**config.mk**
```make
export PLATFORM = sky130hd
export DESIGN_NAME = cpu
export DESIGN_NICKNAME = d
export VERILOG_FILES = /design/src/source/cpu_pkg.sv /design/src/source/cpu_ctrl_if.sv /design/src/source/cpu_control.sv /design/src/source/pc_counter.sv /design/src/source/register_file.sv /design/src/source/alu.sv /design/src/source/cpu.sv
export SDC_FILE = /design/constraint.sdc
export NUM_CORES = 1
export LEC_CHECK = 0
export BUFFER_PORTS_ARGS = -buffer_cell sky130_fd_sc_hd__buf_2
export CAP_MARGIN = 20
export CORE_AREA = 2 2 132 134
export DETAILED_ROUTE_END_ITERATION = 16
export DIE_AREA = 0 0 134 136
export GPL_TIMING_DRIVEN = 0
export HOLD_SLACK_MARGIN = 0.1
export PLACE_DENSITY = 0.85
export SETUP_SLACK_MARGIN = 0.2
export SLEW_MARGIN = 40
export SYNTH_ARGS = -nofsm -noshare
export SYNTH_HDL_FRONTEND = slang
export SYNTH_SLANG_ARGS = --single-unit
export TNS_END_PERCENT = 20
```
**constraint.sdc**
```tcl
create_clock -name clk -period 7.2 [get_ports clk]
set_clock_uncertainty 0.05 [all_clocks]
set_input_delay 2.16 -clock clk [delete_from_list [all_inputs] [get_ports clk]]
set_output_delay 2.16 -clock clk [all_outputs]
set_load 0.02 [all_outputs]
```
**src/source/cpu_pkg.sv**
```systemverilog
package cpu_pkg;

    ////////////////////
    // Widths

    localparam int word_size     = 16;
    localparam int reg_count     = 4;
    localparam int reg_addr_size = 2;
    localparam int imm_size      = 8;
    localparam int target_size   = 12;

    // JAL writes its return address here
    localparam int link_reg = 2;

    ////////////////////
    // Instruction fields

    localparam int op_msb     = 15;
    localparam int op_lsb     = 12;
    localparam int rs_msb     = 11;
    localparam int rs_lsb     = 10;
    localparam int rt_msb     = 9;
    localparam int rt_lsb     = 8;
    localparam int rd_msb     = 7;
    localparam int rd_lsb     = 6;
    localparam int func_msb   = 5;
    localparam int func_lsb   = 0;
    localparam int imm_msb    = 7;
    localparam int imm_lsb    = 0;
    localparam int target_msb = 11;
    localparam int target_lsb = 0;

    ////////////////////
    // Opcodes

    localparam logic [3:0] op_bne   = 4'd0;
    localparam logic [3:0] op_beq   = 4'd1;
    localparam logic [3:0] op_adi   = 4'd4;
    localparam logic [3:0] op_lhi   = 4'd6;
    localparam logic [3:0] op_lwd   = 4'd7;
    localparam logic [3:0] op_swd   = 4'd8;
    localparam logic [3:0] op_jmp   = 4'd9;
    localparam logic [3:0] op_jal   = 4'd10;
    localparam logic [3:0] op_rtype = 4'd15;

    // Function codes under op_rtype
    localparam logic [5:0] fn_add = 6'd0;
    localparam logic [5:0] fn_sub = 6'd1;
    localparam logic [5:0] fn_and = 6'd2;
    localparam logic [5:0] fn_orr = 6'd3;
    localparam logic [5:0] fn_wwd = 6'd28;
    localparam logic [5:0] fn_hlt = 6'd29;

    // Register write source
    localparam logic [1:0] wr_sel_alu  = 2'd0;
    localparam logic [1:0] wr_sel_mem  = 2'd1;
    localparam logic [1:0] wr_sel_link = 2'd2;

    typedef enum logic [2:0] {
        alu_add,
        alu_sub,
        alu_and,
        alu_or,
        alu_pass_b
    } alu_op_t;

    typedef enum logic [2:0] {
        st_fetch,
        st_decode,
        st_execute,
        st_memory,
        st_writeback,
        st_halted
    } cpu_state_t;

endpackage

```
**src/source/cpu_ctrl_if.sv**
```systemverilog
`timescale 1ns/1ns

interface cpu_ctrl_if import cpu_pkg::*; ();

    logic                     pc_inc;
    logic                     pc_load_branch;
    logic                     pc_load_jump;
    logic [word_size-1:0]     imm_ext;
    logic [target_size-1:0]   jump_target;
    logic [reg_addr_size-1:0] rs_addr;
    logic [reg_addr_size-1:0] rt_addr;
    logic [reg_addr_size-1:0] wr_addr;
    logic                     reg_write;
    logic [1:0]               wr_sel;
    alu_op_t                  alu_op;
    logic                     alu_src_imm;
    logic                     retire;

    modport ctrl (
        output pc_inc, pc_load_branch, pc_load_jump, imm_ext, jump_target,
        output rs_addr, rt_addr, wr_addr, reg_write, wr_sel,
        output alu_op, alu_src_imm, retire
    );

    modport pc (
        input pc_inc, pc_load_branch, pc_load_jump, imm_ext, jump_target, retire
    );

    modport regs (
        input rs_addr, rt_addr, wr_addr, reg_write
    );

    modport alu (
        input alu_op, alu_src_imm, imm_ext
    );

endinterface

```
**src/source/cpu_control.sv**
```systemverilog
`timescale 1ns/1ns

module cpu_control
    import cpu_pkg::*;
(
    input  logic                 clk,
    input  logic                 reset_n,
    cpu_ctrl_if.ctrl             ctrl,
    input  logic [word_size-1:0] rs_data,
    input  logic                 zero,
    input  logic [word_size-1:0] read_data,
    input  logic                 mem_ready,
    output logic                 read_m,
    output logic                 write_m,
    output logic                 use_alu_addr,
    output logic                 output_valid,
    output logic                 is_halted
);

    logic [word_size-1:0] ir;
    cpu_state_t           state;
    cpu_state_t           next_state;

    logic [3:0] opcode;
    logic [5:0] func;
    logic       is_rtype;
    logic       is_arith;
    logic       is_wwd;
    logic       is_hlt;
    logic       is_lwd;
    logic       is_swd;
    logic       is_jump;
    logic       taken;
    logic       writes_reg;

    ////////////////////
    // Decode

    assign opcode   = ir[op_msb:op_lsb];
    assign func     = ir[func_msb:func_lsb];
    assign is_rtype = (opcode == op_rtype);
    assign is_arith = is_rtype && (func == fn_add || func == fn_sub ||
                                   func == fn_and || func == fn_orr);
    assign is_wwd   = is_rtype && (func == fn_wwd);
    assign is_hlt   = is_rtype && (func == fn_hlt);
    assign is_lwd   = (opcode == op_lwd);
    assign is_swd   = (opcode == op_swd);
    assign is_jump  = (opcode == op_jmp) || (opcode == op_jal);
    assign taken    = ((opcode == op_beq) && zero) || ((opcode == op_bne) && !zero);

    assign writes_reg = is_arith || is_lwd || opcode == op_adi ||
                        opcode == op_lhi || opcode == op_jal;

    assign ctrl.rs_addr     = ir[rs_msb:rs_lsb];
    assign ctrl.rt_addr     = ir[rt_msb:rt_lsb];
    assign ctrl.imm_ext     = {{(word_size - imm_size){ir[imm_msb]}}, ir[imm_msb:imm_lsb]};
    assign ctrl.jump_target = ir[target_msb:target_lsb];
    assign ctrl.alu_src_imm = (opcode == op_adi) || (opcode == op_lhi) || is_lwd || is_swd;

    always_comb begin
        ctrl.alu_op = alu_add;
        if (is_rtype) begin
            case (func)
                fn_sub:  ctrl.alu_op = alu_sub;
                fn_and:  ctrl.alu_op = alu_and;
                fn_orr:  ctrl.alu_op = alu_or;
                default: ctrl.alu_op = alu_add;
            endcase
        end else if (opcode == op_lhi) begin
            ctrl.alu_op = alu_pass_b;
        end
    end

    always_comb begin
        if (opcode == op_jal) begin
            ctrl.wr_addr = reg_addr_size'(link_reg);
            ctrl.wr_sel  = wr_sel_link;
        end else if (is_rtype) begin
            ctrl.wr_addr = ir[rd_msb:rd_lsb];
            ctrl.wr_sel  = wr_sel_alu;
        end else begin
            ctrl.wr_addr = ir[rt_msb:rt_lsb];
            ctrl.wr_sel  = is_lwd ? wr_sel_mem : wr_sel_alu;
        end
    end

    ////////////////////
    // State machine

    always_comb begin
        next_state = state;
        case (state)
            st_fetch:     if (read_m && mem_ready) next_state = st_decode;
            st_decode:    next_state = st_execute;
            st_execute:   next_state = (is_lwd || is_swd) ? st_memory : st_writeback;
            st_memory:    if ((read_m || write_m) && mem_ready) next_state = st_writeback;
            st_writeback: next_state = is_hlt ? st_halted : st_fetch;
            default:      next_state = st_halted;
        endcase
    end

    // Strobes are registered so they rise the cycle after reset
    always_ff @(posedge clk) begin
        if (reset_n) begin
            state   <= st_fetch;
            read_m  <= 1'b0;
            write_m <= 1'b0;
        end else begin
            state   <= next_state;
            read_m  <= (next_state == st_fetch) || (next_state == st_memory && is_lwd);
            write_m <= (next_state == st_memory) && is_swd;
        end
    end

    always_ff @(posedge clk) begin
        if (state == st_fetch && read_m && mem_ready) begin
            ir <= read_data;
        end
    end

    assign use_alu_addr        = (state == st_memory);
    assign ctrl.pc_load_branch = (state == st_execute) && taken;
    assign ctrl.pc_load_jump   = (state == st_execute) && is_jump;
    // PC already moved in execute for taken branches and jumps
    assign ctrl.pc_inc         = (state == st_writeback) && !(is_jump || taken);
    assign ctrl.reg_write      = (state == st_writeback) && writes_reg;
    assign ctrl.retire         = (state == st_writeback);
    assign output_valid        = (state == st_writeback) && is_wwd;
    assign is_halted           = (state == st_halted);

    ////////////////////
    // Checks

    a_one_strobe: assert property (@(posedge clk) disable iff (reset_n)
        !(read_m && write_m))
        else $error("read_m and write_m high together");

    a_req_hold: assert property (@(posedge clk) disable iff (reset_n)
        (read_m || write_m) && !mem_ready |=>
            $stable(read_m) && $stable(write_m) && $stable(use_alu_addr))
        else $error("memory request dropped before mem_ready");

    a_halt_quiet: assert property (@(posedge clk) disable iff (reset_n)
        state == st_halted |-> !read_m && !write_m)
        else $error("memory request while halted");

    a_wwd_known: assert property (@(posedge clk) disable iff (reset_n)
        output_valid |-> !$isunknown(rs_data))
        else $error("WWD outputs unknown register data");

endmodule

```
**src/source/pc_counter.sv**
```systemverilog
`timescale 1ns/1ns

module pc_counter
    import cpu_pkg::*;
(
    input  logic                 clk,
    input  logic                 reset_n,
    cpu_ctrl_if.pc               ctrl,
    output logic [word_size-1:0] pc,
    output logic [word_size-1:0] num_inst,
    output logic [word_size-1:0] link_value
);

    logic [word_size-1:0] pc_plus_one;

    assign pc_plus_one = pc + 1'b1;

    always_ff @(posedge clk) begin
        if (reset_n) begin
            pc <= '0;
        end else if (ctrl.pc_load_jump) begin
            // Jump stays inside the current 4K page
            pc <= {pc[word_size-1:target_size], ctrl.jump_target};
        end else if (ctrl.pc_load_branch) begin
            pc <= pc_plus_one + ctrl.imm_ext;
        end else if (ctrl.pc_inc) begin
            pc <= pc_plus_one;
        end
    end

    // Return address captured before the jump replaces pc
    always_ff @(posedge clk) begin
        if (ctrl.pc_load_jump) begin
            link_value <= pc_plus_one;
        end
    end

    always_ff @(posedge clk) begin
        if (reset_n) begin
            num_inst <= '0;
        end else if (ctrl.retire) begin
            num_inst <= num_inst + 1'b1;
        end
    end

    a_one_load: assert property (@(posedge clk) disable iff (reset_n)
        $onehot0({ctrl.pc_inc, ctrl.pc_load_branch, ctrl.pc_load_jump}))
        else $error("more than one PC update in a cycle");

endmodule

```
**src/source/register_file.sv**
```systemverilog
`timescale 1ns/1ns

module register_file
    import cpu_pkg::*;
(
    input  logic                 clk,
    input  logic                 reset_n,
    cpu_ctrl_if.regs             ctrl,
    input  logic [word_size-1:0] wr_data,
    output logic [word_size-1:0] rs_data,
    output logic [word_size-1:0] rt_data
);

    logic [word_size-1:0] regs [reg_count];

    ////////////////////
    // Write port

    always_ff @(posedge clk) begin
        if (reset_n) begin
            for (int i = 0; i < reg_count; i++) begin
                regs[i] <= '0;
            end
        end else if (ctrl.reg_write) begin
            regs[ctrl.wr_addr] <= wr_data;
        end
    end

    ////////////////////
    // Read ports

    // Asynchronous reads valid from decode onward
    assign rs_data = regs[ctrl.rs_addr];
    assign rt_data = regs[ctrl.rt_addr];

endmodule

```
**src/source/alu.sv**
```systemverilog
`timescale 1ns/1ns

module alu
    import cpu_pkg::*;
(
    cpu_ctrl_if.alu              ctrl,
    input  logic [word_size-1:0] a,
    input  logic [word_size-1:0] b,
    output logic [word_size-1:0] result,
    output logic                 zero
);

    logic [word_size-1:0] b_op;

    ////////////////////
    // Operand B

    always_comb begin
        if (!ctrl.alu_src_imm) begin
            b_op = b;
        end else if (ctrl.alu_op == alu_pass_b) begin
            // LHI puts the immediate in the high byte
            b_op = {ctrl.imm_ext[imm_size-1:0], {(word_size - imm_size){1'b0}}};
        end else begin
            b_op = ctrl.imm_ext;
        end
    end

    ////////////////////
    // Operation

    always_comb begin
        case (ctrl.alu_op)
            alu_add:    result = a + b_op;
            alu_sub:    result = a - b_op;
            alu_and:    result = a & b_op;
            alu_or:     result = a | b_op;
            alu_pass_b: result = b_op;
            default:    result = a + b_op;
        endcase
    end

    // Branch compare works on the raw registers
    assign zero = (a == b);

endmodule

```
**src/source/cpu.sv**
```systemverilog
`timescale 1ns/1ns

module cpu
    import cpu_pkg::*;
(
    input  logic                 clk,
    input  logic                 reset_n,
    output logic                 read_m,
    output logic                 write_m,
    output logic [word_size-1:0] address,
    output logic [word_size-1:0] write_data,
    input  logic [word_size-1:0] read_data,
    input  logic                 mem_ready,
    output logic [word_size-1:0] output_port,
    output logic                 output_valid,
    output logic [word_size-1:0] num_inst,
    output logic                 is_halted
);

    logic [word_size-1:0] pc;
    logic [word_size-1:0] link_value;
    logic [word_size-1:0] rs_data;
    logic [word_size-1:0] rt_data;
    logic [word_size-1:0] alu_result;
    logic [word_size-1:0] load_data;
    logic [word_size-1:0] wr_data;
    logic                 zero;
    logic                 use_alu_addr;

    cpu_ctrl_if ctrl_bus ();

    ////////////////////
    // Blocks

    cpu_control control_i (
        .clk          (clk),
        .reset_n      (reset_n),
        .ctrl         (ctrl_bus.ctrl),
        .rs_data      (rs_data),
        .zero         (zero),
        .read_data    (read_data),
        .mem_ready    (mem_ready),
        .read_m       (read_m),
        .write_m      (write_m),
        .use_alu_addr (use_alu_addr),
        .output_valid (output_valid),
        .is_halted    (is_halted)
    );

    pc_counter pc_i (
        .clk        (clk),
        .reset_n    (reset_n),
        .ctrl       (ctrl_bus.pc),
        .pc         (pc),
        .num_inst   (num_inst),
        .link_value (link_value)
    );

    register_file regs_i (
        .clk     (clk),
        .reset_n (reset_n),
        .ctrl    (ctrl_bus.regs),
        .wr_data (wr_data),
        .rs_data (rs_data),
        .rt_data (rt_data)
    );

    alu alu_i (
        .ctrl   (ctrl_bus.alu),
        .a      (rs_data),
        .b      (rt_data),
        .result (alu_result),
        .zero   (zero)
    );

    ////////////////////
    // Memory and output

    assign address     = use_alu_addr ? alu_result : pc;
    assign write_data  = rt_data;
    assign output_port = rs_data;

    // Load data held until writeback
    always_ff @(posedge clk) begin
        if (use_alu_addr && read_m && mem_ready) begin
            load_data <= read_data;
        end
    end

    always_comb begin
        case (ctrl_bus.wr_sel)
            wr_sel_mem:  wr_data = load_data;
            wr_sel_link: wr_data = link_value;
            default:     wr_data = alu_result;
        endcase
    end

endmodule

```
After elaboration in Yosys (flattened, before gate mapping)

Memories as Yosys holds them, arrays and structs flattened. A register that Yosys moved wholly into a read port is not among the register bits.
Cells that the tools add are included.

Input port bits: 19
Register bits after elaboration: 85
Output and inout bits: 68
Logic and storage cells: 119
Memories: 1
Memory bits (writable): 64

Memory list:

| memory      | words | width | rd ports | clocked after Yosys merged registers in | wr ports | RTL line            | RTL |
|---|---|---|---|---|---|---|---|
| regs_i.regs | 4     | 16    | 2        | 2                                       | 4        | register_file.sv:14 | `logic [word_size-1:0] regs [reg_count];` |

Bitwise logic cells: 3
Reductions and logical operators: 44
Mux-type cells: 31
Add/sub/neg operators: 5
Eq/ne operators: 26

Operators with widths:

| operator              | count |
|---|---|
| $mux 16               | 5 |
| $pmux 16 s4           | 1 |
| $add 16x1->16 const B | 2 |
| $add 16x16->16        | 2 |
| $pmux 16 s2           | 1 |
| $logic_and 1x1->1     | 18 |
| $mux 3                | 6 |
| $and 16x16->16        | 1 |
| $eq 16x16->1          | 1 |
| $eq 4x4->1 const B    | 4 |
| $logic_or 1x1->1      | 16 |
| $or 16x16->16         | 1 |
| $reduce_or 16->1      | 1 |
| $sub 16x16->16        | 1 |
| $eq 3x2->1 const B    | 5 |
| $mux 15               | 1 |
| $pmux 3 s5            | 1 |
| $mux 2                | 7 |
| $eq 4x3->1 const B    | 3 |
| $eq 6x2->1 const B    | 2 |
| $eq 6x5->1 const B    | 2 |
| $mux 12               | 1 |
| $eq 3x3->1 const B    | 3 |
| $mux 1                | 7 |
| other kinds (14)      | 17 |

Logic depth before layout (Yosys ltp)

Gate-level depths: netlist of run 1.

Depth in word-level cells: 15
Gate-level depth with buffers: 23

Cells and area by module

A second synthesis of run 1 with hierarchy kept.

Cell total of the unflattened synthesis: 1041
Area total of the unflattened synthesis: 10695.3 um^2

Modules (own cells, without submodules):

| module        | instances | cells each | area an instance (um^2) |
|---|---|---|---|
| register_file | 1         | 182        | 3229.3 |
| pc_counter    | 1         | 341        | 3094.2 |
| alu           | 1         | 297        | 1975.6 |
| cpu_control   | 1         | 127        | 1327.5 |
| cpu           | 1         | 94         | 1068.5 |

Worst setup path before layout of run 1

OpenSTA, ideal clock, no wires.

Path type: register to output
From: register control_i.ir[14]
To: output address[13]
Path buffers: 3
Path slack: 561 ps
Arrival: 4429 ps
Stages on the path, launching flop included: 22
Cell sequence: edfxtp_1 buf_2 or3b_1 a21o_1 clkbuf_1 clkbuf_1 a21oi_1 ha_1 nand2_1 nor3_1 and3_1 nor2_1 xnor2_1 ha_1 a21oi_1 nor2b_1 a311oi_1 a21oi_1 nor3_1 xnor2_1 o221ai_1 o21ai_0

Cells in the longest elaborated chain, start to end: 9
Elaborated cells between the ends (all ways): 22
Classes of those cells: add/sub (2); eq/ne (9); mux (6); bitwise (2); reduce/logical (3)

Ends and longest elaborated chain:

| what                                   | RTL line                             | RTL |
|---|---|---|
| from (decl)                            | cpu_control.sv:20                    | `logic [word_size-1:0] ir;` |
| from (signal assigned)                 | cpu_control.sv:117                   | `ir <= read_data;` |
| $eq 4x3->1                             | cpu_control.sv:58, cpu_control.sv:69 |  |
| $mux 3                                 | cpu_control.sv:69                    | `end else if (opcode == op_lhi) begin` |
| $mux 3                                 | cpu_control.sv:62                    | `if (is_rtype) begin` |
| $eq 3x3->1                             | alu.sv:21, alu.sv:33                 |  |
| $mux 15                                | alu.sv:21                            | `end else if (ctrl.alu_op == alu_pass_b) begin` |
| $mux 16                                | alu.sv:19                            | `if (!ctrl.alu_src_imm) begin` |
| $add 16x16->16 (tied with other cells) | alu.sv:34, alu.sv:39                 |  |
| $pmux 16 s4 (*)                        | alu.sv:33                            | `case (ctrl.alu_op)` |
| $mux 16 (*)                            | cpu.sv:79                            | `assign address = use_alu_addr ? alu_result : pc;` |
| to (decl)                              | cpu.sv:10                            | `output logic [word_size-1:0] address,` |

Mark *: on every way between the ends. The rest lies on a longest branch, timed or not.

Worst setup path in the final report of run 1

From: register control_i.ir[14]
To: output address[15]

Cells in the longest elaborated chain, start to end: 9
Elaborated cells between the ends (all ways): 22
Classes of those cells: add/sub (2); eq/ne (9); mux (6); bitwise (2); reduce/logical (3)

Ends and longest elaborated chain:

| what                                             | RTL line |
|---|---|
| $eq 4x3->1                                       | cpu_control.sv:58, cpu_control.sv:69 |
| $mux 3                                           | cpu_control.sv:69 |
| $mux 3                                           | cpu_control.sv:62 |
| $eq 3x3->1                                       | alu.sv:21, alu.sv:33 |
| $mux 15                                          | alu.sv:21 |
| $mux 16                                          | alu.sv:19 |
| $add 16x16->16 or $sub 16x16->16 (tied branches) | alu.sv:34, alu.sv:39, alu.sv:35 |
| $pmux 16 s4 (*)                                  | alu.sv:33 |
| $mux 16 (*)                                      | cpu.sv:79 |

Marks and branches as above.

==> results of run 1 <==
[per-stage QoR]
stage | hold WS, ns | area (sq um) | cells | setup WS (ns)
3_5_place_dp | 0.443 | 10900 | 1304 | -0.372
2_1_floorplan | 0.416 | 10100 | 990 | 0.561
3_3_place_gp | 0.436 | 10800 | 1300 | -0.280
6_report | 0.457 | 11900 | 1366 | 0.0856
5_1_grt | 0.474 | 11900 | 1366 | -0.0584
4_1_cts | 0.452 | 11800 | 1360 | 0.181
[power groups by stage]
stage                     Clock, W  Combinational (W)  Sequential, W
after global placement           0           0.000703        0.00100
after CTS                 0.000841           0.000798       0.000985
final                     0.000838           0.000837       0.000986
after detailed placement         0           0.000715        0.00101
after global routing      0.000878           0.000880       0.000987
after floorplan                  0           0.000498       0.000997
[worst max-delay path by stage]
stage | to
after floorplan | address[13]
final | address[15]
after CTS | address[13]
after detailed placement | address[11]
after global placement | address[11]
after global routing | address[15]
[routing by layer]
metal  up-vias  wire (microns)
li1       4006               -
met1      4334           12100
met2       635           14500
met3       134            3330
met4         0            1900
met5         -               0
[logic make-up after synthesis]
group | share of synthesized area, %
and+or+nand+nor | 17.9
AOI/OAI and AO/OA | 14.0
DFF | 41.3
xor gates and xnor gates | 7.53
buffers and inverters | 3.16
muxes | 10.7
adders and majority gates | 5.41
[what timing repair did]
item / CTS / global route
resized for setup: 57 / 10
pin swaps: 19 / 11
hold buffers: 0 / 0
hold endpoints to repair: 0 / 0
endpoints found under the setup margin: 9 / 9
setup buffers: 24 / 3
[placed cells by master (no fill, tap or decap), types with 7 or more instances in the layout]
cell and instances:
edfxtp_1 112, nor2_1 111, buf_2 92, nand2_1 75, xnor2_1 49, a21oi_1 45
o21ai_0 42, dfxtp_1 41, xor2_1 38, ha_1 37, clkbuf_1 30, buf_4 30
mux4_2 29, and3_1 23, nand3_1 21, nor3_1 20, inv_1 18, nor2b_1 18
clkbuf_16 18, mux2_2 16, mux2i_1 14, a22oi_1 14, a21o_1 12, and2_1 11
o21a_1 9, nand4_1 9, nand2b_1 8, clkbuf_2 8, a21oi_2 8, o21ai_1 7
or3_1 7, o211ai_1 7, a222oi_1 7
[cell type report]
class / instances / area, sq um / share of cell area, %
Buffer: 53 / 300 / 2.52
Inverter: 18 / 67.6 / 0.568
Sequential cell: 153 / 4180 / 35.2
Tap cell: 225 / 282 / 2.37
Multi-Input combinational cell: 766 / 5850 / 49.1
Clock inverter: 14 / 113 / 0.946
Timing Repair Buffer: 119 / 676 / 5.68
Clock buffer: 18 / 429 / 3.61
[registers in the layout, indices dropped and copies added, names as in the netlist, 3 cells and up, named ones only]
signal and count:
pc_i.num_inst 16, control_i.ir 16, load_data 16, control_i.state 3
regs_i.regs 64, pc_i.link_value 16, pc_i.pc 16
[tightest hold or removal path, delay by kind of cell, from the launching register on]
family           cells  cell delay (ns)
flip-flops           1             0.34
AO/OA/AOI/OAI        1             0.05
AND/OR/NAND/NOR      1             0.07
==> results by group, run 1 <==
Cells and area
  • # fillers: 1244
  • Area grow syn2layout: 17.5%
  • Number of diodes: 0
  • Final core utilization: 70.5%
  • Layout Nets: 1188
  • Layout cells sized above 1: 24.1%

Timing
  • Final max-slew violation count: 0
  • Crit share post-route: 98.8%
  • F_max: 141 MHz
  • Minimum clock period: 7.11 ns
  • Final hold vios: 0
  • Least-Margin Pin Slew: 0.912 ns
  • Setup TNS: 0 ns
  • Count of final setup violators: 0
  • Max-slew headroom: 38.6%
  • RSZ-0062 raised after global routing: yes

Logic synthesis
  • Syn Area/Cell: 10.2 sq um
  • Post-synth EDFFs: 112
  • Syn Nets: between 1000 and 1500
  • Synth top cells by count: nor2_1 (113), edfxtp_1 (112), nand2_1 (77), a21oi_1 (53), xnor2_1 (49)
  • Yosys reg bits: ~150
  • Synthesis Warnings: 0
  • Synthesized area: between 0.01 and 0.015 sq mm
  • Yosys top cell area share: about a third
  • Largest area contributor in the netlist: edfxtp_1
  • Distinct cells, synth: 75
  • Most common flop cell mapped by yosys: edfxtp_1
  • Asr flop ratio synth: 0%
  • Gate Count Post-Synth: 990
  • Synth area leaders: edfxtp_1 (33%), dfxtp_1 (8.1%), mux4_2 (6.5%), ha_1 (4.8%), xnor2_1 (4.2%)
  • Register area share after synthesis: about 41%
  • Most common cell in the synthesized netlist: nor2_1

Floorplan
  • Core box area: 0.0169 sq mm
  • Row Count: 48
  • Die Height: 136 microns
  • Number of I/O pins: 87
  • Initial Util: 60.0%
  • Die ar.: roughly 0.018 sq mm
  • Die Wd: about 130 microns

Critical path
  • Reg2reg setup slack: slightly above 2 ns
  • Worst path slowest cell: edfxtp_1
  • Worst r2r src: control_i.ir[14]
  • Crit Path Class: reg -> out
  • WP buf/inv: 4
  • Crit-path max cell delay: 0.42 ns
  • Worst Path Max Fanout: 10
  • CP required: 4.99 ns
  • Worst Setup End Kind: primary output
  • FF-to-FF End: regs_i.regs[1][8]
  • Startpoint Class: flip-flop
  • CP arrival: 4.90 ns
  • Cell count along the critical path: 23
  • Worst reg2reg path depth: 21
  • Critical Path Source: control_i.ir[14]
  • Crit-path leading delay family: simple AND/OR/NAND/NOR gates
  • Worst path cell trace: buf_6, or3b_4, a21o_1, clkbuf_8, clkbuf_16, nand2_1, o21a_1, ha_2, nand2_2, nor3_4, and3_1, nor2_1, xnor2_1, ha_2, and2_4, a311oi_4, a21oi_2, nor3_2, nor2_4, nor3b_2, mux2i_1, nand2_1, buf_2

Clock network
  • Clk Latency, worst-skew pair: 0.44 ns
  • CTS tree: done
  • Clk pin slew, worst setup/hold paths: around 0.06 ns
  • Clock sink total: 153
  • Inserted Clock Buffers: 17
  • Htree depth: 4
  • CTS root buf: clkbuf_16
  • CTS max path bufs: 2

Drt
  • Initial detailed-routing violation count: between 1000 and 1500
  • WL/cell: 23.3 microns
  • First-pass iteration count of the detailed router: 8
  • DR vias: approximately 9100
  • Drt via density: 6.67
  • Overall routed net length: roughly 32000 microns
  • Detail Route Antenna Nets: 0
  • Post-route DRC violation count: 0

Min path
  • Hold Path Depth: 2
  • Worst hold endpoint: pc_i.pc[10]
  • Worst min-delay path class: reg -> reg
  • Hold Crit Start: pc_i.pc[10]

Job
  • Max-cap violations: 0

Power and ir drop
  • P_sw: between 0.0009 and 0.001 W
  • Pwr/cell area: between 200 and 250 mW/mm^2
  • Clock Power Share: 31.5%
  • Comb pwr share: 31.5%
  • Pwr Total: between 0.002 and 0.003 W
  • Max VDD drop: about 0.00017 V
  • Sw Ratio: 34.6%
  • P_leak: 4.74 nW
  • Seq pwr share: between 30% and 40%
  • Internal: 0.00174 W

GRT
  • Grt peak-use layer: met2
  • Initial antenna violation count: 0
  • GRT met3 Usage: around 7.4%
  • Met2 track demand over resource: 55.0%
  • Largest net degree at the start of global routing: 26
  • Number of global-route vias before repair: 8592
  • First-pass GRT wire length: 48500 microns
  • GRT Util Overall: 35.7%
  • Routing usage on met1: roughly 47%
  • Gr ovfl total: 0

Placed design
  • RePlAce Congestion: 0.963
  • Input/output buffers: 85
  • HPWL Detailed: 22800 microns

Status
  • Status: finished, final reports clean
Note: power is estimated with default switching activity, not from simulation.
==> run 2, diff against run 1 <==
--- a/config.mk
+++ b/config.mk
@@ -7,9 +7,9 @@
 export LEC_CHECK = 0
 export BUFFER_PORTS_ARGS = -buffer_cell sky130_fd_sc_hd__buf_2
 export CAP_MARGIN = 20
-export CORE_AREA = 2 2 132 134
+export CORE_AREA = 4 4 134 136
 export DETAILED_ROUTE_END_ITERATION = 16
-export DIE_AREA = 0 0 134 136
+export DIE_AREA = 0 0 138 140
 export GPL_TIMING_DRIVEN = 0
 export HOLD_SLACK_MARGIN = 0.1
 export PLACE_DENSITY = 0.85
==> constraint.sdc (replaced) <==
create_clock -name clk -period 6.77 [get_ports clk]
set_clock_uncertainty 0.05 [all_clocks]
set_input_delay 2.031 -clock clk [delete_from_list [all_inputs] [get_ports clk]]
set_output_delay 2.031 -clock clk [all_outputs]
set_load 0.02 [all_outputs]
==> results by group, run 2 (synthesized netlist as in run 1, its figures left out) <==
Status
  • Status: finished with violations (was finished, final reports clean)
  • Failing checks: negative setup slack

Timing
  • Count of final setup violators: 6 (was 0)
  • RSZ-0062 raised after global routing: yes (unchanged)
  • Max-slew headroom: 41.8% (was 38.6%)
  • Minimum clock period: about 7 ns
  • Setup TNS: -0.627 ns (was 0 ns)
  • F_max: 144 MHz
  • Least-Margin Pin Slew: 0.866 ns (was 0.912 ns)
  • Crit share post-route: 102%
  • Final setup margin: -0.164 ns (was 0.0856 ns)
  • Final hold vios: 0 (unchanged)
  • Final max-slew violation count: 0 (unchanged)

Cells and area
  • Most flop-heavy register: regs_i.regs (unchanged)
  • Layout cells sized above 1: 25.1% (was 24.1%)
  • Commonest non-fill, non-tap cell in the layout: edfxtp_1 (unchanged)
  • # fillers: 1225 (was 1244)
  • Area of the multi-input gates: 0.00587 sq mm (was 0.00585 sq mm)
  • Number of diodes: 0 (unchanged)
  • Fin cells: 1374 (was 1366)
  • Most frequent cells in the layout: edfxtp_1 (112), nor2_1 (110), buf_2 (93) (was edfxtp_1 (112), nor2_1 (111), buf_2 (92))
  • Reg area: 0.00418 sq mm (unchanged)
  • Layout Nets: 1196 (was 1188)
  • Area grow syn2layout: 18.4% (was 17.5%)
  • Max FFs per register: 64 (unchanged)

Critical path
  • Startpoint Class: flip-flop (unchanged)
  • CP arrival: 4.85 ns (was 4.90 ns)
  • Critical Path Source: control_i.ir[14] (unchanged)
  • Worst r2r src: control_i.ir[14] (unchanged)
  • Worst Setup End Kind: primary output (unchanged)
  • CP required: 4.69 ns (was 4.99 ns)
  • Crit-path max cell delay: 0.43 ns (was 0.42 ns)
  • Reg2reg setup slack: 1.61 ns (was 2.03 ns)
  • Crit Path Class: reg -> out (unchanged)
  • Worst path slowest cell: mux2_2 (was edfxtp_1)
  • Worst Path Max Fanout: 6 (was 10)
  • Worst path cell trace: buf_6, or3b_4, a21oi_4, mux2_2, nor2_1, nand2_2, nor3_4, and3_1, nor2_1, xnor2_1, ha_1, a21oi_2, nor2b_2, a311oi_4, nand2_1, a21oi_2, xnor2_1, a221oi_2, buf_4, o21ai_2, buf_6 (was buf_6, or3b_4, a21o_1, clkbuf_8, clkbuf_16, nand2_1, o21a_1, ha_2, nand2_2, nor3_4, and3_1, nor2_1, xnor2_1, ha_2, and2_4, a311oi_4, a21oi_2, nor3_2, nor2_4, nor3b_2, mux2i_1, nand2_1, buf_2)

Drt
  • Drt via density: 6.69 (was 6.67)
  • Post-route DRC violation count: 0 (unchanged)
  • First-pass iteration count of the detailed router: 6 (was 8)
  • Detail Route Antenna Nets: 0 (unchanged)
  • WL/cell: 23.7 microns (was 23.3 microns)
  • Initial detailed-routing violation count: 1213 (was 1189)
  • DR vias: 9190 (was 9109)
  • Overall routed net length: 32600 microns (was 31800 microns)

Min path
  • Worst min-delay path class: reg -> reg (unchanged)
  • Hold Crit Start: pc_i.num_inst[1] (was pc_i.pc[10])

Clock network
  • CTS root buf: clkbuf_16 (unchanged)
  • CTS tree: done (unchanged)
  • CTS max path bufs: 2 (unchanged)
  • Clock sink total: 153 (unchanged)
  • Clk Latency, worst-skew pair: 0.43 ns (was 0.44 ns)
  • Inserted Clock Buffers: 17 (unchanged)
  • Clk pin slew, worst setup/hold paths: 0.06 ns (about the same)
  • Hold Buf Count CTS: 0 (unchanged)
  • Htree depth: 4 (unchanged)

GRT
  • Largest net degree at the start of global routing: 26 (unchanged)
  • GRT Util Overall: 32.9% (was 35.7%)
  • Initial antenna violation count: 0 (unchanged)
  • Number of global-route vias before repair: 8815 (was 8592)
  • Gr ovfl total: 0 (unchanged)
  • First-pass GRT wire length: 49200 microns (was 48500 microns)

Floorplan
  • Row Count: 48 (unchanged)
  • Die Wd: 138 microns (was 134 microns)
  • Die Height: 140 microns (was 136 microns)
  • Number of I/O pins: 87 (unchanged)
  • Core box area: 0.0169 sq mm (about the same)
  • Initial Util: 59.8% (was 60.0%)
  • Die ar.: 0.0193 sq mm (was 0.0182 sq mm)

Placed design
  • HPWL Detailed: 23300 microns (was 22800 microns)
  • Placed Cells: 1306 (was 1304)
  • Input/output buffers: 85 (unchanged)
  • RePlAce Congestion: 0.993 (was 0.963)
  • Dpl ws: -0.483 ns (was -0.372 ns)

Job
  • Max-cap violations: 0 (unchanged)

Power and ir drop
  • Pwr/cell area: 238 mW/mm^2 (was 224 mW/mm^2)
  • P_leak: 4.80 nW (was 4.74 nW)
  • Max VDD drop: 0.000179 V (was 0.000166 V)
  • Pwr Total: 0.00286 W (was 0.00266 W)
run 2: cell types whose count changed in the layout (fill, tap and decap cells not counted), sizes merged:
cell	delta
clkinvlp	-2
clkinv	+2
inv	-2
buf	+10
run 2: path summary, 6_finish.rpt:
| kind | to | depth (start not counted) |
|---|---|---|
| worst max-delay path | address[11] | 21 |
| worst min-delay path | pc_i.num_inst[1] | 2 |
| worst max register to register | regs_i.regs[3][15] | 21 |
| worst min register to register | pc_i.num_inst[1] | 2 |
run 2: stage by stage:
step                      area (sq um)  hold slack, ns  utilization (%)
after floorplan                  10100           0.416                -
after global placement           10800           0.427             64.0
after detailed placement         10900           0.443             64.3
after CTS                        11900           0.451             70.2
after global routing             12000           0.482             70.8
final                            12000           0.452             70.8
run 2: what timing repair did:
item                                    CTS  global route
pin swaps                                31            10
resized for setup                        62            12
endpoints found under the setup margin   11             9
setup buffers                            28             7
run 2: where the power goes:
group	switching, W	total [W]	internal, W
combinational	0.000543	0.000905	0.000362
sequential	0.0000200	0.00105	0.00103
clock	0.000406	0.000903	0.000496
total	0.000970	0.00286	0.00189
run 2: routing by layer:
metal / vias up / share of wire (%) / GRT usage, %
met1: 4379 / 37 / 41.9
met2: 632 / 45 / 51.6
met5: - / 0 / 0
met4: 0 / 7.0 / 20.9
met3: 162 / 11 / 6.66
li1: 4017 / - / -
run 2: cell type report:
cell class                 instances  share of cell area (%)
buffer                            53                    2.53
clock buffer                      20                    3.82
clock inverter                    12                   0.772
inverter                          18                   0.564
multi-input combinational        766                    48.9
sequential                       153                    34.9
tap                              225                    2.35
timing repair buffer             127                    6.14
run 2: critical path: cells and delay by family, from the launching register on:
kind / cells / cell delay (ns)
xor+xnor: 2 / 0.27
compound gates: 6 / 1.22
fa+ha+maj: 1 / 0.36
flops: 1 / 0.38
buf+inv: 3 / 0.48
mux: 1 / 0.43
simple gates: 8 / 1.26
